[src/neoPkg.sv]
package neoPkg;

	// One palette word with two decodings
	typedef union packed {
		// CPU view of the whole word
		logic [15:0] raw;
		// Colour view
		struct packed {
			logic dark;
			logic rLsb;
			logic gLsb;
			logic bLsb;
			logic [3:0] r;
			logic [3:0] g;
			logic [3:0] b;
		} fields;
	} PalWord;

	// Palette geometry
	localparam int PalIdxBits = 12;
	// Bank bit on top of the index
	localparam int PalAddrBits = 13;

	// Width of one output colour level
	localparam int ColorBits = 7;

	// Palette RAM block, word address bits 23:20
	localparam logic [3:0] PalZoneBase = 4'h4;

	// System latch block, word address bits 23:5 of 0x3A0000
	localparam logic [18:0] LatchZoneBase = 19'h1D000;

	// Latch entries in use
	localparam logic [2:0] LatchShadow = 3'd0;
	localparam logic [2:0] LatchPalBank = 3'd7;

	// Pixel FIFO entries, also the credits a source starts with
	localparam int PixFifoDepth = 4;

endpackage

[src/cpuBus.sv]
`timescale 1ns/10ps

module cpuBus (
	input logic CLK_24M,
	input logic rst,
	input logic cpuReq,
	input logic cpuWe,
	input logic [23:1] cpuAddr,
	input logic [1:0] cpuBe,
	input logic [15:0] cpuWdata,
	output logic cpuAck,
	output logic [15:0] cpuRdata,
	output logic palCpuEn,
	output logic palCpuWe,
	output logic [neoPkg::PalAddrBits-1:0] palCpuAddr,
	output logic [1:0] palCpuBe,
	output neoPkg::PalWord palCpuWdata,
	output logic latchWe,
	output logic [3:0] latchAddr,
	input neoPkg::PalWord palCpuRdata,
	input logic palBank
);

	logic palHit;
	logic latchHit;
	logic palRd;

	// Zone decode, as C1 does it
	assign palHit = (cpuAddr[23:20] == neoPkg::PalZoneBase);
	assign latchHit = (cpuAddr[23:5] == neoPkg::LatchZoneBase);

	// Palette port, bank from the live latch bit
	assign palCpuEn = cpuReq & palHit;
	assign palCpuWe = cpuReq & palHit & cpuWe;
	assign palCpuAddr = {palBank, cpuAddr[neoPkg::PalIdxBits:1]};
	assign palCpuBe = cpuBe;
	assign palCpuWdata.raw = cpuWdata;

	// Address-only write, the data bus is ignored
	assign latchWe = cpuReq & cpuWe & latchHit;
	assign latchAddr = cpuAddr[4:1];

	// Fixed one-cycle acknowledge
	always_ff @(posedge CLK_24M) begin
		if (rst) begin
			cpuAck <= 1'b0;
			palRd <= 1'b0;
		end else begin
			cpuAck <= cpuReq;
			palRd <= cpuReq & ~cpuWe & palHit;
		end
	end

	// Latch zone and unmapped reads give zero
	assign cpuRdata = palRd ? palCpuRdata.raw : 16'h0000;

endmodule

[config.mk]
export PLATFORM = sky130hd
export DESIGN_NAME = cpuBus
export DESIGN_NICKNAME = d
export VERILOG_FILES = /design/src/neoPkg.sv /design/src/cpuBus.sv
export SDC_FILE = /design/constraint.sdc
export NUM_CORES = 1
export LEC_CHECK = 0
export BUFFER_PORTS_ARGS = -buffer_cell sky130_fd_sc_hd__buf_2
export CAP_MARGIN = 25
export CORE_MARGIN = 10
export CORE_UTILIZATION = 25
export CTS_CLUSTER_DIAMETER = 100
export DETAILED_ROUTE_END_ITERATION = 12
export HOLD_SLACK_MARGIN = 0.1
export MAX_ROUTING_LAYER = met4
export PLACE_DENSITY = 0.92
export SLEW_MARGIN = 20
export SYNTH_ARGS = -nofsm -noshare
export SYNTH_HDL_FRONTEND = slang
export SYNTH_SLANG_ARGS = --single-unit
[constraint.sdc]
create_clock -name CLK_24M -period 2.12 [get_ports CLK_24M]
set_clock_uncertainty 0.2 [all_clocks]
set_input_delay 0.424 -clock CLK_24M [delete_from_list [all_inputs] [get_ports CLK_24M]]
set_output_delay 0.424 -clock CLK_24M [all_outputs]
set_load 0.02 [all_outputs]
# Word-level counts from Yosys, hierarchy flattened
# Cells that the tools add are included.
[word_totals]
regBits = 2
in_bits = 62
wordCells = 12
[classes]
eq_ne = 2
mux = 1
bitwise_logic = 7
[op_table]
columns = ["operator", "n"]
rows = [
  ["== test 19 x 17 -> 1 bit (second input constant)", 1],
  ["two-way mux 16 bit", 1],
  ["bitwise AND 1 bit", 6],
  ["== test 4 x 3 -> 1 bit (second input constant)", 1],
  ["NOT 1 bit", 1],
]

# Longest topological paths before layout
[logic_depth]
depth_word = 3
mapped_depth = 3

# Worst setup path before layout
# No wires, ideal clock.
[synth_timing]
kind = "input-to-output"
startpoint = "in cpuAddr[14] (netlist name)"
endpoint = "out latchWe"
arrival_ps = 1275
t_required_ps = 1496
path_slack_ps = 221
stages = 3
path_buffers = 0
cell_sequence = "nor4_1 > nand4b_1 > nor4_2"
[synth_via]
elab_chain_len = 2
[synth_rtl]
columns = ["item", "line_no", "source"]
rows = [
  ["from (decl)", "cpuBus.sv:8", "input logic [23:1] cpuAddr,"],
  ["== test 19 x 17 -> 1 bit", "cpuBus.sv:30", "assign latchHit = (cpuAddr[23:5] == neoPkg::LatchZoneBase);"],
  ["bitwise AND 1 bit", "cpuBus.sv:40", "assign latchWe = cpuReq & cpuWe & latchHit;"],
  ["to (decl)", "cpuBus.sv:18", "output logic latchWe,"],
]
# No other way between the ends.

# Final worst setup path
# Ends and elaborated chain as after synthesis.

==> results.toml <==
[route]
wl_per_cell_microns = 15.73
drc = 0
num_vias = 533
viasPerCell = 4.197
met1_length_microns = 764
top_layer_used = "met4"
dr.pass1.iters = 4
ant_nets = 0
drtIter0Drc = 13
wl_met2_microns = 772
drt_wl_total_microns = 1998
dr_wl_met3_microns = 438

[clocking]
numClockSinks = 2
cts_buffers = 3
clockBufferDepth = 2
cts_resized = 0
cts_hold_buf = 0
post_cts_buffers = 0
root_buffer = "clkbuf_4"
cts_tree = "done"
htreeDepth = 1
path_clk_slew_ns = 0.03

[floorplanning]
start_util = 0.2677
core_sq_um = 1982
die_height_microns = 66.07
fp-row-count = 16
dieArea_sq_um = 4365
io_pins = 117
die_width_microns = 66.07

[hold_path]
hp-class = "in -> reg"
worstHoldStart = "rst"
hold_end = "palRd"
hold_depth = 2

[worst_setup_path]
critPathCaptureType = "output port"
worstPathMaxFanout = 1
cp.required_ns = 1.50
critical_path_class = "in -> out"
worstPathArrival_ns = 1.34
cp-start-kind = "primary input"

[synthesis]
yosys-top-cells-area = "buf_4, and2_1, dfxtp_1"
yosys_warnings = 0
synth-simple-area-share = 0.4222
synth_cell_types = 15
synth-adder-area-share = 0
syn_avg_cell_area_sq_um = 7.918
synth.area.mux_share = 0
ys_ff_latch = 2
yosysTopAreaCell = "buf_4"
syn_area_sq_um = 530.5
syn-num-nets = 129
netlist_instances = 67
synth_top_area_share = 0.4953
synth_xor_area_frac = 0
synth_seq_area_share = 0.07547
synth_compound_area_frac = 0
synth_top_family_by_area = "buffers and inverters"

[placed_design]
portBuffers = 66
placed_area_sq_um = 628.1
gp_congestion = 0.7440

[sta]
max_slew.worst_pin.slew_ns = 0.3205
slew_viol_final = 0
slew-limit-headroom = 0.7860
fin_tns_setup_ns = 0
fin_crit_sh = 0.9273
setup_viol = 0
max_freq_ghz = 0.5087
rsz0062_at_grt = "false"
holdWs_ns = 0.1854
final-hold-violation-count = 0
min_period_ns = 1.966

[status]
status = "completed"

[global_routing]
grt_overflow = 0
grt_pass1_vias = 624
grt_max_degree = 17
grt_pass1_wl_microns = 2994
antenna_found_initial = 0
grtUsageTotal = 0.09021

[run]
maxCapViolations = 0

[final_layout]
antenna_cells = 0
syn2layout_area_growth_pct = 23.82
final_cell_area_sq_um = 656.9
drive_above_1_share = 0.7500
utilization = 0.3314
nNetsFinal = 164

[power_and_ir_drop]
vdd_ir_drop_max_mv = 0.1275
leakage_nw = 0.4004
p_per_area_nw_per_um2 = 295.8
==> layout make-up <==
class                   count  area (sq um)
fillers                   230          1325
repair buffers             66         330.3
multi-input cells          29         230.2
flip-flops and latches      2         40.04
well taps                  27         33.78
clock buffers               3         22.52
==> worst max path at each step <==
stage,startpoint,end,slack (ns),cells after the start
floorplan,cpuAddr[14],latchWe,0.22,3
global placement,cpuAddr[14],latchWe,0.14,5
detailed placement,cpuAddr[14],latchWe,0.13,5
CTS,cpuAddr[14],latchWe,0.11,5
global route,cpuAddr[14],latchWe,0.01,5
finish,cpuAddr[14],latchWe,0.15,5
==> sequential cells by signal, summed over array words and instances (netlist names) <==
name	flops
palRd	1
cpuAck	1
==> worst max-delay path, cell delays in order <==
cell and delay (ns):
buf_2 0.09, nor4_1 0.26, nand4b_1 0.15, nor4_2 0.21, buf_2 0.20
==> cell families (layout without fill, tap and decap cells) <==
kind of cell           count (synthesis)  in the layout
buffers and inverters                 36             69
flip-flops                             2              2
AND/OR/NAND/NOR                       29             29
==> power by group <==
part           internal [mW]  total [mW]  leakage, nW  switching (mW)
Sequential            0.0391      0.0397       0.0164        0.000581
Clock                 0.0623      0.0825       0.0138          0.0201
Combinational         0.0375      0.0722        0.370          0.0347
Total                  0.139       0.194        0.400          0.0554
==> Yosys cell counts, drive strengths merged <==
cell,instances
buf,35
nand2b,1
and2,17
nand2,1
nor4,3
nand4b,1
nand3,1
nor2b,1
dfxtp,2
clkbuf,1
nor3b,1
nor2,1
nor4b,2
==> metal layers <==
layer,global-route usage,up-vias
met4,0.04974,0
met1,0.08019,212
met5,-,-
met2,0.1280,71
li1,-,248
met3,0.08136,2
==> placed cells by master, fill, tap and decap left out <==
cell type   n
buf_2      66
nor2b_1     1
nor4b_2     1
nor4_1      1
clkbuf_4    3
dfxtp_1     2
nor4_2      2
nand2b_4    1
nor2_1      1
nand4b_1    1
nor3b_2     1
nand3_1     1
and2_1     17
nor4b_4     1
nand2_1     1
==> stage by stage <==
stage          setup slack, ns  power (mW)  instances
2_1_floorplan           0.2207      0.1485         67
3_3_place_gp            0.1450      0.1118        124
3_5_place_dp            0.1260      0.1124        124
4_1_cts                 0.1143      0.2006        127
5_1_grt                0.01090      0.2137        127
6_report                0.1540      0.1943        127
Note: power is estimated with default switching activity, not from simulation.
