## config.mk

```make
export PLATFORM = sky130hd
export DESIGN_NAME = serVideo
export DESIGN_NICKNAME = d
export VERILOG_FILES = /design/src/neoPkg.sv /design/src/serVideo.sv
export SDC_FILE = /design/constraint.sdc
export NUM_CORES = 1
export LEC_CHECK = 0
export ABC_AREA = 1
export BUFFER_PORTS_ARGS = -buffer_cell sky130_fd_sc_hd__buf_4
export CAP_MARGIN = 0
export CORE_UTILIZATION = 28
export DETAILED_ROUTE_END_ITERATION = 8
export HOLD_SLACK_MARGIN = 0.06
export SYNTH_ARGS = -nofsm -noshare
export SYNTH_HDL_FRONTEND = slang
export SYNTH_SLANG_ARGS = --single-unit
export TNS_END_PERCENT = 50
```

## constraint.sdc

```tcl
create_clock -name CLK_24M -period 2.4 [get_ports CLK_24M]
set_clock_uncertainty 0.2 [all_clocks]
set_input_delay 0.24 -clock CLK_24M [delete_from_list [all_inputs] [get_ports CLK_24M]]
set_output_delay 0.24 -clock CLK_24M [all_outputs]
set_load 0.05 [all_outputs]
```

## src/neoPkg.sv

```systemverilog
package neoPkg;

	// One palette word with two decodings
	typedef union packed {
		// CPU view of the whole word
		logic [15:0] raw;
		// Colour view
		struct packed {
			logic dark;
			logic rLsb;
			logic gLsb;
			logic bLsb;
			logic [3:0] r;
			logic [3:0] g;
			logic [3:0] b;
		} fields;
	} PalWord;

	// Palette geometry
	localparam int PalIdxBits = 12;
	// Bank bit on top of the index
	localparam int PalAddrBits = 13;

	// Width of one output colour level
	localparam int ColorBits = 7;

	// Palette RAM block, word address bits 23:20
	localparam logic [3:0] PalZoneBase = 4'h4;

	// System latch block, word address bits 23:5 of 0x3A0000
	localparam logic [18:0] LatchZoneBase = 19'h1D000;

	// Latch entries in use
	localparam logic [2:0] LatchShadow = 3'd0;
	localparam logic [2:0] LatchPalBank = 3'd7;

	// Pixel FIFO entries, also the credits a source starts with
	localparam int PixFifoDepth = 4;

endpackage

```

## src/serVideo.sv

```systemverilog
`timescale 1ns/10ps

module serVideo (
	input logic CLK_24M,
	input logic rst,
	input logic colValid,
	input logic [neoPkg::ColorBits-1:0] colR,
	input logic [neoPkg::ColorBits-1:0] colG,
	input logic [neoPkg::ColorBits-1:0] colB,
	output logic pixCredit,
	output logic serR,
	output logic serG,
	output logic serB,
	output logic serClk,
	output logic serLat
);

	logic [3*neoPkg::ColorBits-1:0] fifoMem [neoPkg::PixFifoDepth];
	logic [$clog2(neoPkg::PixFifoDepth)-1:0] wrPtr;
	logic [$clog2(neoPkg::PixFifoDepth)-1:0] rdPtr;
	logic [$clog2(neoPkg::PixFifoDepth):0] count;
	logic push;
	logic pop;
	logic busy;
	// 0..13 bit halves, 14 latch, 15 idle
	logic [3:0] step;
	logic [neoPkg::ColorBits-1:0] shR;
	logic [neoPkg::ColorBits-1:0] shG;
	logic [neoPkg::ColorBits-1:0] shB;

	// Credits keep the source from overfilling
	assign push = colValid && (count != neoPkg::PixFifoDepth);
	assign busy = (step != 4'hF);
	assign pop = !busy && (count != 0);
	assign pixCredit = pop;

	always_ff @(posedge CLK_24M) begin
		if (push) begin
			fifoMem[wrPtr] <= {colR, colG, colB};
		end
	end

	always_ff @(posedge CLK_24M) begin
		if (rst) begin
			wrPtr <= '0;
			rdPtr <= '0;
			count <= '0;
		end else begin
			if (push) begin
				wrPtr <= wrPtr + 1'b1;
			end
			if (pop) begin
				rdPtr <= rdPtr + 1'b1;
			end
			count <= count + push - pop;
		end
	end

	// Sequence counter
	always_ff @(posedge CLK_24M) begin
		if (rst) begin
			step <= 4'hF;
		end else if (pop) begin
			step <= 4'h0;
		end else if (step == 2 * neoPkg::ColorBits) begin
			step <= 4'hF;
		end else if (busy) begin
			step <= step + 4'h1;
		end
	end

	// MSB first; next bit appears after the high half
	always_ff @(posedge CLK_24M) begin
		if (pop) begin
			{shR, shG, shB} <= fifoMem[rdPtr];
		end else if (busy && step[0]) begin
			shR <= shR << 1;
			shG <= shG << 1;
			shB <= shB << 1;
		end
	end

	assign serClk = busy & step[0];
	assign serLat = (step == 2 * neoPkg::ColorBits);
	assign serR = busy & shR[neoPkg::ColorBits-1];
	assign serG = busy & shG[neoPkg::ColorBits-1];
	assign serB = busy & shB[neoPkg::ColorBits-1];

endmodule

```

Word level (Yosys, flattened, before mapping)
Memory sizes are Yosys's and may differ from the RTL's. A register that Yosys moved wholly into a read port is not among the register bits.
Cells that the tools add are included.
- memory bits (writable): 84
- logic and storage cells: 40
- memories kept: 1
- register bits after elaboration: 32
- bitwise operators: 4
- reduce and logical (&&, ||, !) cells: 7
- multiplexer cells: 13
- $add $sub $neg: 5
- eq/ne operators: 3
- memory list (memory ; words ; width ; rd ports ; clocked after memory_dff ; write ports ; RTL line ; text):
    fifoMem ; 4 ; 21 ; 1 ; 1 ; 1 ; serVideo.sv:18 ; logic [3*neoPkg::ColorBits-1:0] fifoMem [neoPkg::PixFifoDepth];
- operators by type and width (kind ; count):
    7-bit two-way mux ; 6
    4-bit two-way mux ; 3
    3-bit nonzero test ; 2
    2-bit by 1-bit adder with 2-bit output (second input constant) ; 2
    4-bit by 1-bit adder with 4-bit output (second input constant) ; 1
    1-bit AND ; 4
    4-bit equality test (second input constant) ; 1
    2-bit two-way mux ; 2
    4-bit inequality test (second input constant) ; 1
    3-bit by 1-bit adder with 3-bit output ; 1
    1-bit logical AND ; 3
    3-bit inequality test (second input constant) ; 1
    3-bit by 1-bit subtractor with 3-bit output ; 1
    1-bit two-way mux ; 2
    2-bit nonzero test ; 1
    1-bit logical NOT ; 1

Longest topological paths before layout
- depth after elaboration: 5
- depth in mapped cells: 15
- gate-level depth less buffers: 14

Worst setup path before layout
OpenSTA, ideal clock, no wires.
- path type: register to register
- start point: register step[1]
- end point: register count[2] (netlist bit)
- period minus slack after synthesis: 2653 ps
- setup time: 113 ps
- data arrival time: 2340 ps
- buffers on the path: 1
- stages on the path, launching flop included: 16
- slack: -253 ps
- path through: dfxtp_1 -> ha_1 -> inv_1 -> nor2_4 -> nand2_4 -> inv_2 -> buf_4 -> ha_1 -> inv_1 -> ha_1 -> inv_1 -> fa_1 -> xor2_1 -> nand2_1 -> nand2_1 -> nor2_1
- word-level cells in the longest chain between the ends: 4
- ends and longest elaborated chain (element ; RTL line ; text):
    start: declaration ; serVideo.sv:26 ; logic [3:0] step;
    start signal: assignment ; serVideo.sv:68 ; step <= step + 4'h1;
    4-bit inequality test ; serVideo.sv:33 ; assign busy = (step != 4'hF);
    1-bit logical NOT ; serVideo.sv:34 ; assign pop = !busy && (count != 0);
    1-bit logical AND ; serVideo.sv:34 ;
    net pixCredit ; serVideo.sv:10 ; output logic pixCredit,
    3-bit by 1-bit subtractor with 3-bit output ; serVideo.sv:55 ; count <= count + push - pop;
    end signal: assignment ; serVideo.sv:55 ;
    end: declaration ; serVideo.sv:21 ; logic [$clog2(neoPkg::PixFifoDepth):0] count;
The timed path passes the listed nets, and every way through them passes these cells.
A chain may end at the register's enable or synchronous reset.

Worst setup path in the final report
- start point: register step[0]
- end point: register count[2] (netlist bit)
- word-level cells in the longest chain between the ends: 4
- ends and longest elaborated chain (element ; RTL line):
    4-bit inequality test ; serVideo.sv:33
    1-bit logical NOT ; serVideo.sv:34
    1-bit logical AND ; serVideo.sv:34
    3-bit by 1-bit subtractor with 3-bit output ; serVideo.sv:55
No other way between the ends.

==> flow_summary.json <==
{
  "tightest_slew_ns": 0.485,
  "diodes": 0,
  "clockPowerShare_pct": 30.2,
  "endpoint_kind": "register",
  "vias": 3163,
  "crit_start": "step[0]$_SDFFE_PP1P_",
  "drt-initial-drc-count": 149,
  "top_layer_used": "met4",
  "rsz0062_at_grt": "no",
  "met1_length_um": 4340,
  "mostFrequentLayoutCells": "nand2_1 (152), edfxtp_1 (105), buf_4 (47)",
  "cts_buffers": 17,
  "start_kind": "register",
  "hold_path.startpoint": "rdPtr[1]$_SDFFE_PP0N_",
  "finalWirelength_um": 9600,
  "cpPeakStageDelay_ns": 0.36,
  "die_x_um": 133,
  "die_y_um": 133,
  "grt-ovfl-total": 0,
  "cp_top_family": "adder cells",
  "layout.nets": 539,
  "grt_pass1_vias": 3154,
  "crit_type": "reg2reg",
  "clock_sinks": 118,
  "power_frac_comb_pct": 32.2,
  "grt_start_max_net_pins": 43,
  "status": "completed",
  "clockRootBuffer": "clkbuf_16",
  "fmax_ghz": 0.450,
  "synth-seq-area-share_pct": 70.9,
  "mappedNetlistArea_um2": 4820,
  "hp-class": "reg2reg",
  "p_leak_nw": 2.47,
  "tritoncts": "done",
  "die_area_um2": 17700,
  "path_buf_inv": 4,
  "whs_path_depth": 2,
  "hpwl_um": 5580,
  "cp_slowest_cell": "dfxtp_4",
  "timing.rr.start": "step[0]$_SDFFE_PP1P_",
  "path_depth": 14,
  "cpMostUsedCell": "inv_1",
  "maxSlewViolCount": 0,
  "synthCells": 432,
  "p_switching_mw": 2.69,
  "syn_to_final_growth_pct": 29.4,
  "htree_levels": 4,
  "drive_gt1_share_pct": 17.0,
  "synthesis.nets": 465,
  "setup_viol": 0,
  "num_rows": 47,
  "p_per_area_nw_per_um2": 1280,
  "grt_pass1_wl_um": 15300,
  "crit_fanout": 3,
  "insertion_delay_ns": 0.40,
  "post-route-period-util_pct": 92.5,
  "drt-vias-per-instance": 4.28,
  "coreArea_um2": 16700,
  "numPortBuffers": 29,
  "first_pass_iters": 4,
  "postPlaceCellArea_um2": 5370,
  "ios": 30,
  "ant_nets": 0,
  "antenna_found_initial": 0,
  "clockBufferDepth": 2,
  "finalSetupTns_ns": 0,
  "rr_worst_depth": 14,
  "hold_viol": 0,
  "syn_area_per_cell_um2": 11.2,
  "path_cells": "ha_4, inv_1, nor2_4, nand2_4, inv_4, ha_1, inv_1, ha_1, inv_1, fa_2, xor2_2, nand2_1, nand2_1, nor2_1",
  "internal_power_mw": 5.31,
  "stdcell_area_um2": 6230,
  "dr_wl_met2_um": 4780,
  "arrival_ns": 2.36,
  "vdd_drop_max_v": 0.000536,
  "min_period_ns": 2.22,
  "cp.required_ns": 2.54,
  "swShare_pct": 33.6,
  "slew_headroom_pct": 67.6,
  "yosysWarnings": 0,
  "synth-seq-cells": 118,
  "grt_util_all_layers_pct": 11.4,
  "layout_commonest_cell": "nand2_1",
  "drv_cap": 0,
  "initial_utilization_pct": 28.8,
  "wl_met3_um": 402,
  "place.gp.congestion": 0.729,
  "wl_per_cell_um": 13.0,
  "route.detailed.drc": 0,
  "p_seq_share_pct": 37.5,
  "clkTransAtPathRegs_ns": 0.05,
  "yosysUniqueCellTypes": 25
}
## worst register-to-register path: stages, from the launching register on
cell     delay, ns
dfxtp_4       0.36
ha_4          0.14
inv_1         0.06
nor2_4        0.13
nand2_4       0.06
inv_4         0.05
ha_1          0.21
inv_1         0.06
ha_1          0.13
inv_1         0.05
fa_2          0.34
xor2_2        0.16
nand2_1       0.07
nand2_1       0.04
nor2_1        0.09
## routing by layer
layer,GRT usage (%),vias up
li1,-,1598
met3,3.12,6
met4,5.24,0
met5,0,-
met2,19.1,70
met1,13.8,1489
## sequential cells by signal, summed over array words and instances (netlist names), named ones only
signal,count
count,3
fifoMem,84
rdPtr,2
shB,7
shG,7
shR,7
step,4
wrPtr,2
## power groups by stage
stage | logic, mW | registers (mW) | clock network, mW
2_1_floorplan | 1.80 | 3.01 | 0
3_3_place_gp | 2.42 | 3.02 | 0
3_5_place_dp | 2.48 | 3.03 | 0
4_1_cts | 2.54 | 3.00 | 2.47
5_1_grt | 2.91 | 3.04 | 2.55
6_report | 2.58 | 3.00 | 2.42
## kinds of logic (layout without fill, tap and decap cells)
family,Yosys count,after routing,synth area share [%]
compound gates,52,52,5.51
xor+xnor,1,1,0.182
fa+ha+maj,9,9,2.49
buf+inv,43,130,3.92
flops,118,118,70.9
simple gates,209,209,17.0
## cell usage after synthesis, drive strengths merged
| cell type | count | area, um2 |
|---|---|---|
| o21ai | 44 | 220 |
| o21bai | 1 | 7.51 |
| dfxtp | 13 | 260 |
| fa | 1 | 20.0 |
| o211ai | 1 | 7.51 |
| nor2 | 44 | 175 |
| inv | 26 | 97.6 |
| xor2 | 1 | 8.76 |
| buf | 13 | 76.3 |
| clkbuf | 4 | 15.0 |
| ha | 8 | 100 |
| a21oi | 6 | 30.0 |
| nand4 | 2 | 12.5 |
| nand3 | 9 | 45.0 |
| edfxtp | 105 | 3150 |
| nand2 | 154 | 588 |
## stage by stage
step | total power, mW | hold WS [ns] | cells | worst slack, ns | util (%)
2_1_floorplan | 4.82 | 0.107 | 432 | 0.00679 | -
4_1_cts | 8.00 | 0.322 | 734 | 0.0812 | 37.0
3_3_place_gp | 5.44 | 0.240 | 678 | 0.174 | 32.1
5_1_grt | 8.50 | 0.332 | 739 | 0.0219 | 37.3
6_report | 8.00 | 0.318 | 739 | 0.180 | 37.3
3_5_place_dp | 5.51 | 0.244 | 678 | 0.106 | 32.1
## repair_timing
| action | in CTS | in global routing |
|---|---|---|
| hold buffers | 24 | 0 |
| hold endpoints to repair | 95 | 0 |
| buffers inserted | 0 | 5 |
| resized for setup | 0 | 4 |
| setup endpoints to repair | 0 | 1 |
## final timing paths
kind	end	slack [ns]
worst max-delay path	count[2]$_SDFF_PP0_	0.18
worst max register to register	count[2]$_SDFF_PP0_	0.18
worst min-delay path	rdPtr[1]$_SDFFE_PP0N_	0.32
worst min register to register	rdPtr[1]$_SDFFE_PP0N_	0.32
## area by class of cell
cell class | instances | area, um2
Clock buffer | 20 | 437
Clock inverter | 12 | 135
Fill cell | 1646 | 10500
Inverter | 26 | 100
Multi-Input combinational cell | 271 | 1250
Sequential cell | 118 | 3420
Tap cell | 220 | 275
Timing Repair Buffer | 72 | 613
(Power assumes the default switching activity.)
