--- src/neoPkg.sv ---
package neoPkg;

	// One palette word with two decodings
	typedef union packed {
		// CPU view of the whole word
		logic [15:0] raw;
		// Colour view
		struct packed {
			logic dark;
			logic rLsb;
			logic gLsb;
			logic bLsb;
			logic [3:0] r;
			logic [3:0] g;
			logic [3:0] b;
		} fields;
	} PalWord;

	// Palette geometry
	localparam int PalIdxBits = 12;
	// Bank bit on top of the index
	localparam int PalAddrBits = 13;

	// Width of one output colour level
	localparam int ColorBits = 7;

	// Palette RAM block, word address bits 23:20
	localparam logic [3:0] PalZoneBase = 4'h4;

	// System latch block, word address bits 23:5 of 0x3A0000
	localparam logic [18:0] LatchZoneBase = 19'h1D000;

	// Latch entries in use
	localparam logic [2:0] LatchShadow = 3'd0;
	localparam logic [2:0] LatchPalBank = 3'd7;

	// Pixel FIFO entries, also the credits a source starts with
	localparam int PixFifoDepth = 4;

endpackage

--- src/colorOut.sv ---
`timescale 1ns/10ps

module colorOut (
	input logic CLK_24M,
	input logic rst,
	input logic pixValid,
	input logic [neoPkg::PalIdxBits-1:0] pixIndex,
	input logic shadow,
	input logic palBank,
	output logic vidEn,
	output logic [neoPkg::PalAddrBits-1:0] vidAddr,
	input neoPkg::PalWord vidRdata,
	output logic colValid,
	output logic [neoPkg::ColorBits-1:0] colR,
	output logic [neoPkg::ColorBits-1:0] colG,
	output logic [neoPkg::ColorBits-1:0] colB
);

	logic s1Valid;
	logic [neoPkg::PalIdxBits-1:0] s1Idx;
	logic s1Bank;
	logic s1Shadow;
	logic s2Valid;
	logic s2Shadow;

	// Upper part, lsb, inverted dark, zero; shadow halves it
	function automatic logic [neoPkg::ColorBits-1:0] level(
		input logic [3:0] upper,
		input logic lsb,
		input logic dark,
		input logic shade
	);
		logic [neoPkg::ColorBits-1:0] lvl;
		lvl = {upper, lsb, ~dark, 1'b0};
		return shade ? (lvl >> 1) : lvl;
	endfunction

	// Stage one holds the accepted pixel and drives the palette read
	always_ff @(posedge CLK_24M) begin
		if (rst) begin
			s1Valid <= 1'b0;
			s2Valid <= 1'b0;
		end else begin
			s1Valid <= pixValid;
			s2Valid <= s1Valid;
		end
	end

	always_ff @(posedge CLK_24M) begin
		s1Idx <= pixIndex;
		s1Bank <= palBank;
		s1Shadow <= shadow;
		s2Shadow <= s1Shadow;
	end

	assign vidEn = s1Valid;
	assign vidAddr = {s1Bank, s1Idx};

	// Stage two converts the word as it leaves the RAM
	assign colValid = s2Valid;
	assign colR = level(vidRdata.fields.r, vidRdata.fields.rLsb, vidRdata.fields.dark, s2Shadow);
	assign colG = level(vidRdata.fields.g, vidRdata.fields.gLsb, vidRdata.fields.dark, s2Shadow);
	assign colB = level(vidRdata.fields.b, vidRdata.fields.bLsb, vidRdata.fields.dark, s2Shadow);

endmodule

--- config.mk ---
export PLATFORM = sky130hd
export DESIGN_NAME = colorOut
export DESIGN_NICKNAME = d
export VERILOG_FILES = /design/src/neoPkg.sv /design/src/colorOut.sv
export SDC_FILE = /design/constraint.sdc
export NUM_CORES = 1
export LEC_CHECK = 0
export BUFFER_PORTS_ARGS = -buffer_cell sky130_fd_sc_hd__buf_2
export CORE_MARGIN = 1.5
export CORE_UTILIZATION = 25
export CTS_CLUSTER_DIAMETER = 100
export DETAILED_ROUTE_END_ITERATION = 10
export GPL_ROUTABILITY_DRIVEN = 0
export MAX_ROUTING_LAYER = met4
export PLACE_DENSITY = 0.66
export SETUP_SLACK_MARGIN = 0.02
export SLEW_MARGIN = 0
export SYNTH_ARGS = -nofsm -noshare
export SYNTH_HDL_FRONTEND = slang
export SYNTH_SLANG_ARGS = --single-unit
--- constraint.sdc ---
create_clock -name CLK_24M -period 0.8 [get_ports CLK_24M]
set_input_delay 0.04 -clock CLK_24M [delete_from_list [all_inputs] [get_ports CLK_24M]]
set_output_delay 0.04 -clock CLK_24M [all_outputs]
set_load 0.02 [all_outputs]
# --- After elaboration in Yosys (flattened, before gate mapping) ---
# Index checks and enable logic that the tools add are counted.
totals:
  reg_bits: 17
  wordCells: 10
  output_inout_bits: 36
  inputBits: 33
op_classes:
  muxes: 3
  bitwise: 1
ops:
  columns: ["op", "n"]
  rows:
  - ["$mux W7", 3]
  - ["$not A1 Y1", 1]

# --- Longest topological paths before layout ---
# Gate-level depths: netlist of run 1.
logic_depth:
  depth_word: 2
  depth_mapped: 3
  depth_no_buf: 2

# --- Worst setup path after synthesis of run 1 ---
# OpenSTA, ideal clock, no wires.
synth_timing:
  kind: "reg2out"
  start: "register s2Shadow"
  end: "output port colG[0] (netlist bit)"
  stages_incl_launch_ff: 4
  t_arrival_ns: 1.211
  path_buffers: 2
  slack_ns: -0.451
  t_required_ns: 0.760
  cell_sequence: "dfxtp_1 clkbuf_2 nor2b_1 buf_4"
synth_between:
  elab_chain_len: 1
synth_rtl:
  columns: ["element", "line", "source"]
  rows:
  - ["start: declaration", "colorOut.sv:24", "logic s2Shadow;"]
  - ["start signal: assignment", "colorOut.sv:53", "s2Shadow <= s1Shadow;"]
  - ["$mux W7", "colorOut.sv:35", "return shade ? (lvl >> 1) : lvl;"]
  - ["end: declaration", "colorOut.sv:15", "output logic [neoPkg::ColorBits-1:0] colG,"]
# Every way passes these cells.

# --- Worst setup path in the final report of run 1 ---
layout_timing:
  start: "register s2Shadow"
  end: "output port colB[5] (netlist bit)"
layout_between:
  elab_chain_len: 1
layout_rtl:
  columns: ["element", "line", "source"]
  rows:
  - ["$mux W7", "colorOut.sv:35", null]
  - ["end: declaration", "colorOut.sv:16", "output logic [neoPkg::ColorBits-1:0] colB"]
# Every way passes these cells.

==> impl_metrics.ini, run 1 <==
[synthesis]
synth_top_area_share_pct = 55.3
synth_edf_count = 0
yosys.area.top_type = dfxtp_1
ys_warn_count = 0
synth_seq_area_share_pct = 55.3
synth-seq-cells = 17
synth_area_um2 = 616
netlist_instances = 46
async_reset_ff_share_pct = 0
synth_area_leaders = dfxtp_1 (55%), mux2_4 (24%), nor2b_1 (6.1%)
syn_nets = 79
synth_flop_cell = dfxtp_1
yosys-top-cells-count = dfxtp_1 (17), mux2_4 (10), nor2b_1 (6)
yosys.cell_count.top_type = dfxtp_1
synth_cell_types = 9
synth.avg_cell_area_um2 = 13.4

[finish]
instances_no_fill = 163
drive_above_1_share_pct = 82.2
fin_util_pct = 67.2
n_antenna_cell = 0
nFillCells = 145
syn_to_final_growth_pct = 149
fin_nets = 169

[routing]
antenna_left = 0
first_pass_iters = 4
vias = 698
drc = 0
wirelength_mm = 2.22
viasPerCell = 4.28
avgRoutedWirePerCell_um = 13.6
drt_iter0_markers = 14

[worst_setup_path]
crit_cells = 3
start_kind = flip-flop
path_max_fanout = 4
reg2reg_depth = 1
crit_type = reg2out
crit_chain = clkbuf_16 -> mux2_4 -> buf_6
required_ns = 0.76
cp_slowest_stage_delay_ns = 0.41
crit_family = flip-flops
slowest_stage = dfxtp_4
path_buf_inv = 2
crit_path_end_kind = primary output
arrival_ns = 1.27

[timing]
fin_ws_ns = -0.510
grt_setup_unrepaired = yes
relSlewSlack_pct = 86.9
whs_ns = 0.329
max_freq_ghz = 0.763
hold_viol = 0
setup_violations = 21
finalMaxSlewViolations = 0
fin_crit_sh_pct = 164
tightest_slew_ns = 0.195
period_needed_ns = 1.31
skew_ns = 0.00148

[die]
dieArea_mm2 = 0.00277
initial_core_util_pct = 27.0
die_h_um = 52.6
rows = 17
core_mm2 = 0.00228
ios = 69
fp.dieW_um = 52.6

[pwr]
power_w = 0.00212
leakagePower_nw = 0.760
power_density_mw_per_mm2 = 1390
peakVddDrop_uv = 1340

[status]
violations = negative setup slack
status = complete, but fails checks

[grt]
grt_start_max_net_pins = 10
antenna_found_initial = 0
groute.usage.overall_pct = 14.0
grt.overflow.total = 0
grt_pass1_wl_mm = 2.82
grt_pass1_vias = 699

[clock_network]
clk_transition_reported_paths_ns = 0.09
h-tree-depth = 1
cts_tree = done
clock_latency_ns = 0.27
cts_buffer_depth = 2
root_buffer = clkbuf_4
cts_sinks = 17
numCtsBuffers = 3

[placement]
io_buffer_count = 68
place_hpwl_mm = 1.10
placed_cells = 139

[hold_path]
hold_path_depth = 0
min_path_type = reg2reg

[job]
drv_cap = 0
## through the flow
stage	setup TNS [ns]	setup WS (ns)	cell area, um^2
2_1_floorplan	-1.35	-0.120	641
3_3_place_gp	-2.58	-0.202	988
3_5_place_dp	-2.79	-0.217	988
4_1_cts	-9.85	-0.519	1330
5_1_grt	-10.67	-0.547	1530
6_report	-9.87	-0.510	1530
## final timing paths
kind / start / to / slack, ns
hold reg to reg: s1Shadow / s2Shadow / 0.33
setup reg to reg: vidEn / colValid / 0.25
setup / recovery: s2Shadow / colB[5] / -0.51
hold / removal: s1Shadow / s2Shadow / 0.33
## area by class of cell
class,instances,area [um^2],area share [%]
timing repair buffer,90,825,53.9
sequential,17,362,23.6
tap,28,35.0,2.29
multi-input combinational,24,283,18.5
clock buffer,4,26.3,1.72
## state kept, by name, summed over array words and instances, names as in the netlist
| register | count |
|---|---|
| s1Idx | 12 |
| colValid | 1 |
| s1Bank | 1 |
| s1Shadow | 1 |
| s2Shadow | 1 |
| vidEn | 1 |
## repair_timing
action / in CTS / in global routing
setup buffers: 2 / 0
resized for setup: 41 / 58
gates cloned: 1 / 1
endpoints found under the hold margin: 16 / 0
pin swaps: 1 / 1
hold buffers: 16 / 0
setup endpoints to repair: 35 / 35
## cell families after synthesis
| group | count (synthesis) | synth area share (%) |
|---|---|---|
| flops | 17 | 55.3 |
| mux | 12 | 28.0 |
| simple gates | 9 | 7.93 |
| buf+inv | 5 | 6.30 |
| compound gates | 3 | 2.44 |
## routing by layer
layer | global-route usage, % | share of wire (%) | up-vias
met3 | 2.29 | 13 | 0
met1 | 13.8 | 39 | 307
met5 | - | 0 | -
met4 | 1.28 | 0 | 0
li1 | - | - | 328
met2 | 29.0 | 48 | 63
## cells in the final DEF, fill, tap and decap left out
| master | count |
|---|---|
| buf_12 | 1 |
| buf_16 | 1 |
| buf_2 | 32 |
| buf_4 | 3 |
| buf_6 | 35 |
| buf_8 | 1 |
| clkbuf_1 | 1 |
| clkbuf_16 | 1 |
| clkbuf_4 | 3 |
| dfxtp_1 | 2 |
| dfxtp_2 | 14 |
| dfxtp_4 | 1 |
| dlygate4sd3_1 | 16 |
| mux2_4 | 12 |
| nand2_2 | 2 |
| nand2_4 | 1 |
| nor2b_1 | 5 |
| nor2b_4 | 1 |
| o21ai_2 | 2 |
| o21ai_4 | 1 |
## power breakdown
part	total, W	switching, W	internal (W)
combinational	0.000773	0.000321	0.000452
clock	0.000425	0.000232	0.000193
sequential	0.000923	0.0000266	0.000897
Power figures use the tool's default switching activity.
==> run 2, diff against run 1 <==
--- a/config.mk
+++ b/config.mk
@@ -15,5 +15,5 @@
 export PLACE_DENSITY = 0.66
 export SETUP_SLACK_MARGIN = 0.02
-export SLEW_MARGIN = 0
+export SLEW_MARGIN = 10
 export SYNTH_ARGS = -nofsm -noshare
 export SYNTH_HDL_FRONTEND = slang
==> constraint.sdc (replaced) <==
create_clock -name CLK_24M -period 0.8 [get_ports CLK_24M]
set_input_delay 0.04 -clock CLK_24M [delete_from_list [all_inputs] [get_ports CLK_24M]]
set_output_delay 0.04 -clock CLK_24M [all_outputs]
set_load 0.05 [all_outputs]
==> impl_metrics.ini, run 2 (synthesized netlist as in run 1, its figures left out) <==
[status]
status = complete, but fails checks
violations = negative setup slack

[worst_setup_path]
reg2reg_depth = 1
required_ns = 0.76
crit_family = flip-flops
cp_slowest_stage_delay_ns = 0.40
crit_path_end_kind = primary output
arrival_ns = 1.30
slowest_stage = dfxtp_4
path_buf_inv = 2
crit_chain = buf_12 -> mux2_4 -> buf_6
path_max_fanout = 9
crit_cells = 3
start_kind = flip-flop
crit_type = reg2out

[clock_network]
clk_transition_reported_paths_ns = 0.09
numCtsBuffers = 3
cts_tree = done
cts_sinks = 17
cts_buffer_depth = 2
root_buffer = clkbuf_4
h-tree-depth = 1
clock_latency_ns = 0.28

[routing]
drt_iter0_markers = 1
antenna_left = 0
avgRoutedWirePerCell_um = 12.9
vias = 687
viasPerCell = 4.21
first_pass_iters = 2
drc = 0
wirelength_mm = 2.10

[grt]
antenna_found_initial = 0
grt_pass1_wl_mm = 3.00
grt_pass1_vias = 702
grt_start_max_net_pins = 10
groute.usage.overall_pct = 15.8
grt.overflow.total = 0

[die]
ios = 69
dieArea_mm2 = 0.00277
fp.dieW_um = 52.6
core_mm2 = 0.00228
initial_core_util_pct = 27.0
rows = 17
die_h_um = 52.6

[timing]
whs_ns = 0.330
skew_ns = 0.0000561
period_needed_ns = 1.34
grt_setup_unrepaired = yes
setup_violations = 29
finalMaxSlewViolations = 0
fin_ws_ns = -0.536
setup-tns-final_ns = -10.20
relSlewSlack_pct = 88.9
tightest_slew_ns = 0.166
hold_viol = 0
max_freq_ghz = 0.749
fin_crit_sh_pct = 167

[pwr]
power_density_mw_per_mm2 = 1530
power_w = 0.00244
leakagePower_nw = 0.787
peakVddDrop_uv = 1410

[finish]
multiInputGateArea_um2 = 293
nFillCells = 157
n_antenna_cell = 0
fin_nets = 169
largest_register = s1Idx
drive_above_1_share_pct = 83.0
seq_area_um2 = 363
final_cell_mix = buf_2 (32), buf_6 (23), buf_8 (17)
fin_util_pct = 70.3
final_common_cell = buf_2
largest_reg_flops = 12
syn_to_final_growth_pct = 160

[placement]
place_hpwl_mm = 1.19
io_buffer_count = 68
dp_slack_ns = -0.278

[job]
drv_cap = 0

[hold_path]
hold_path_depth = 0
min_path_type = reg2reg
==> run 2: cell types whose count changed in the layout (fill, tap and decap cells not counted) <==
cell / delta
buf_4: -3
nand2_2: -2
dfxtp_2: +1
dfxtp_1: -1
buf_6: -12
nand2_1: +3
nor2b_1: -3
clkbuf_16: -1
buf_8: +16
nand2_4: -1
nor2b_4: +3
==> run 2: metrics by stage <==
step	instances	cell area [um^2]
floorplan	46	661
global placement	141	1020
detailed placement	141	1020
CTS	163	1540
global route	163	1600
finish	163	1600
==> run 2: power breakdown <==
| part | internal, W | switching [W] | total (W) |
|---|---|---|---|
| Sequential | 0.000898 | 0.0000323 | 0.000930 |
| Clock | 0.000193 | 0.000238 | 0.000431 |
| Combinational | 0.000498 | 0.000579 | 0.00108 |
==> run 2: path summary, 6_finish.rpt <==
kind | from | to | slack [ns]
worst max-delay path | s2Shadow | colG[4] | -0.54
worst max register to register | vidEn | colValid | 0.24
worst min register to register | s1Shadow | s2Shadow | 0.33
worst min-delay path | s1Shadow | s2Shadow | 0.33
==> run 2: timing repair <==
action                                  in CTS  in global routing
buffers inserted                             1                  0
hold buffers                                16                  0
gates cloned                                 1                  0
endpoints found under the hold margin       16                  0
resized for setup                           99                 16
endpoints found under the setup margin      36                 36
==> run 2: per-layer routing <==
metal / GRT usage [%] / routed length (um) / up-vias
li1: - / - / 327
met1: 13.4 / 702 / 299
met2: 30.6 / 1100 / 57
met3: 4.86 / 269 / 4
met4: 7.69 / 28 / 0
met5: - / 0 / -
==> run 2: layout make-up <==
class                      count  area share [%]
multi-input combinational     24            18.3
timing repair buffer          90            55.2
clock buffer                   4            1.64
sequential                    17            22.7
tap                           28            2.19
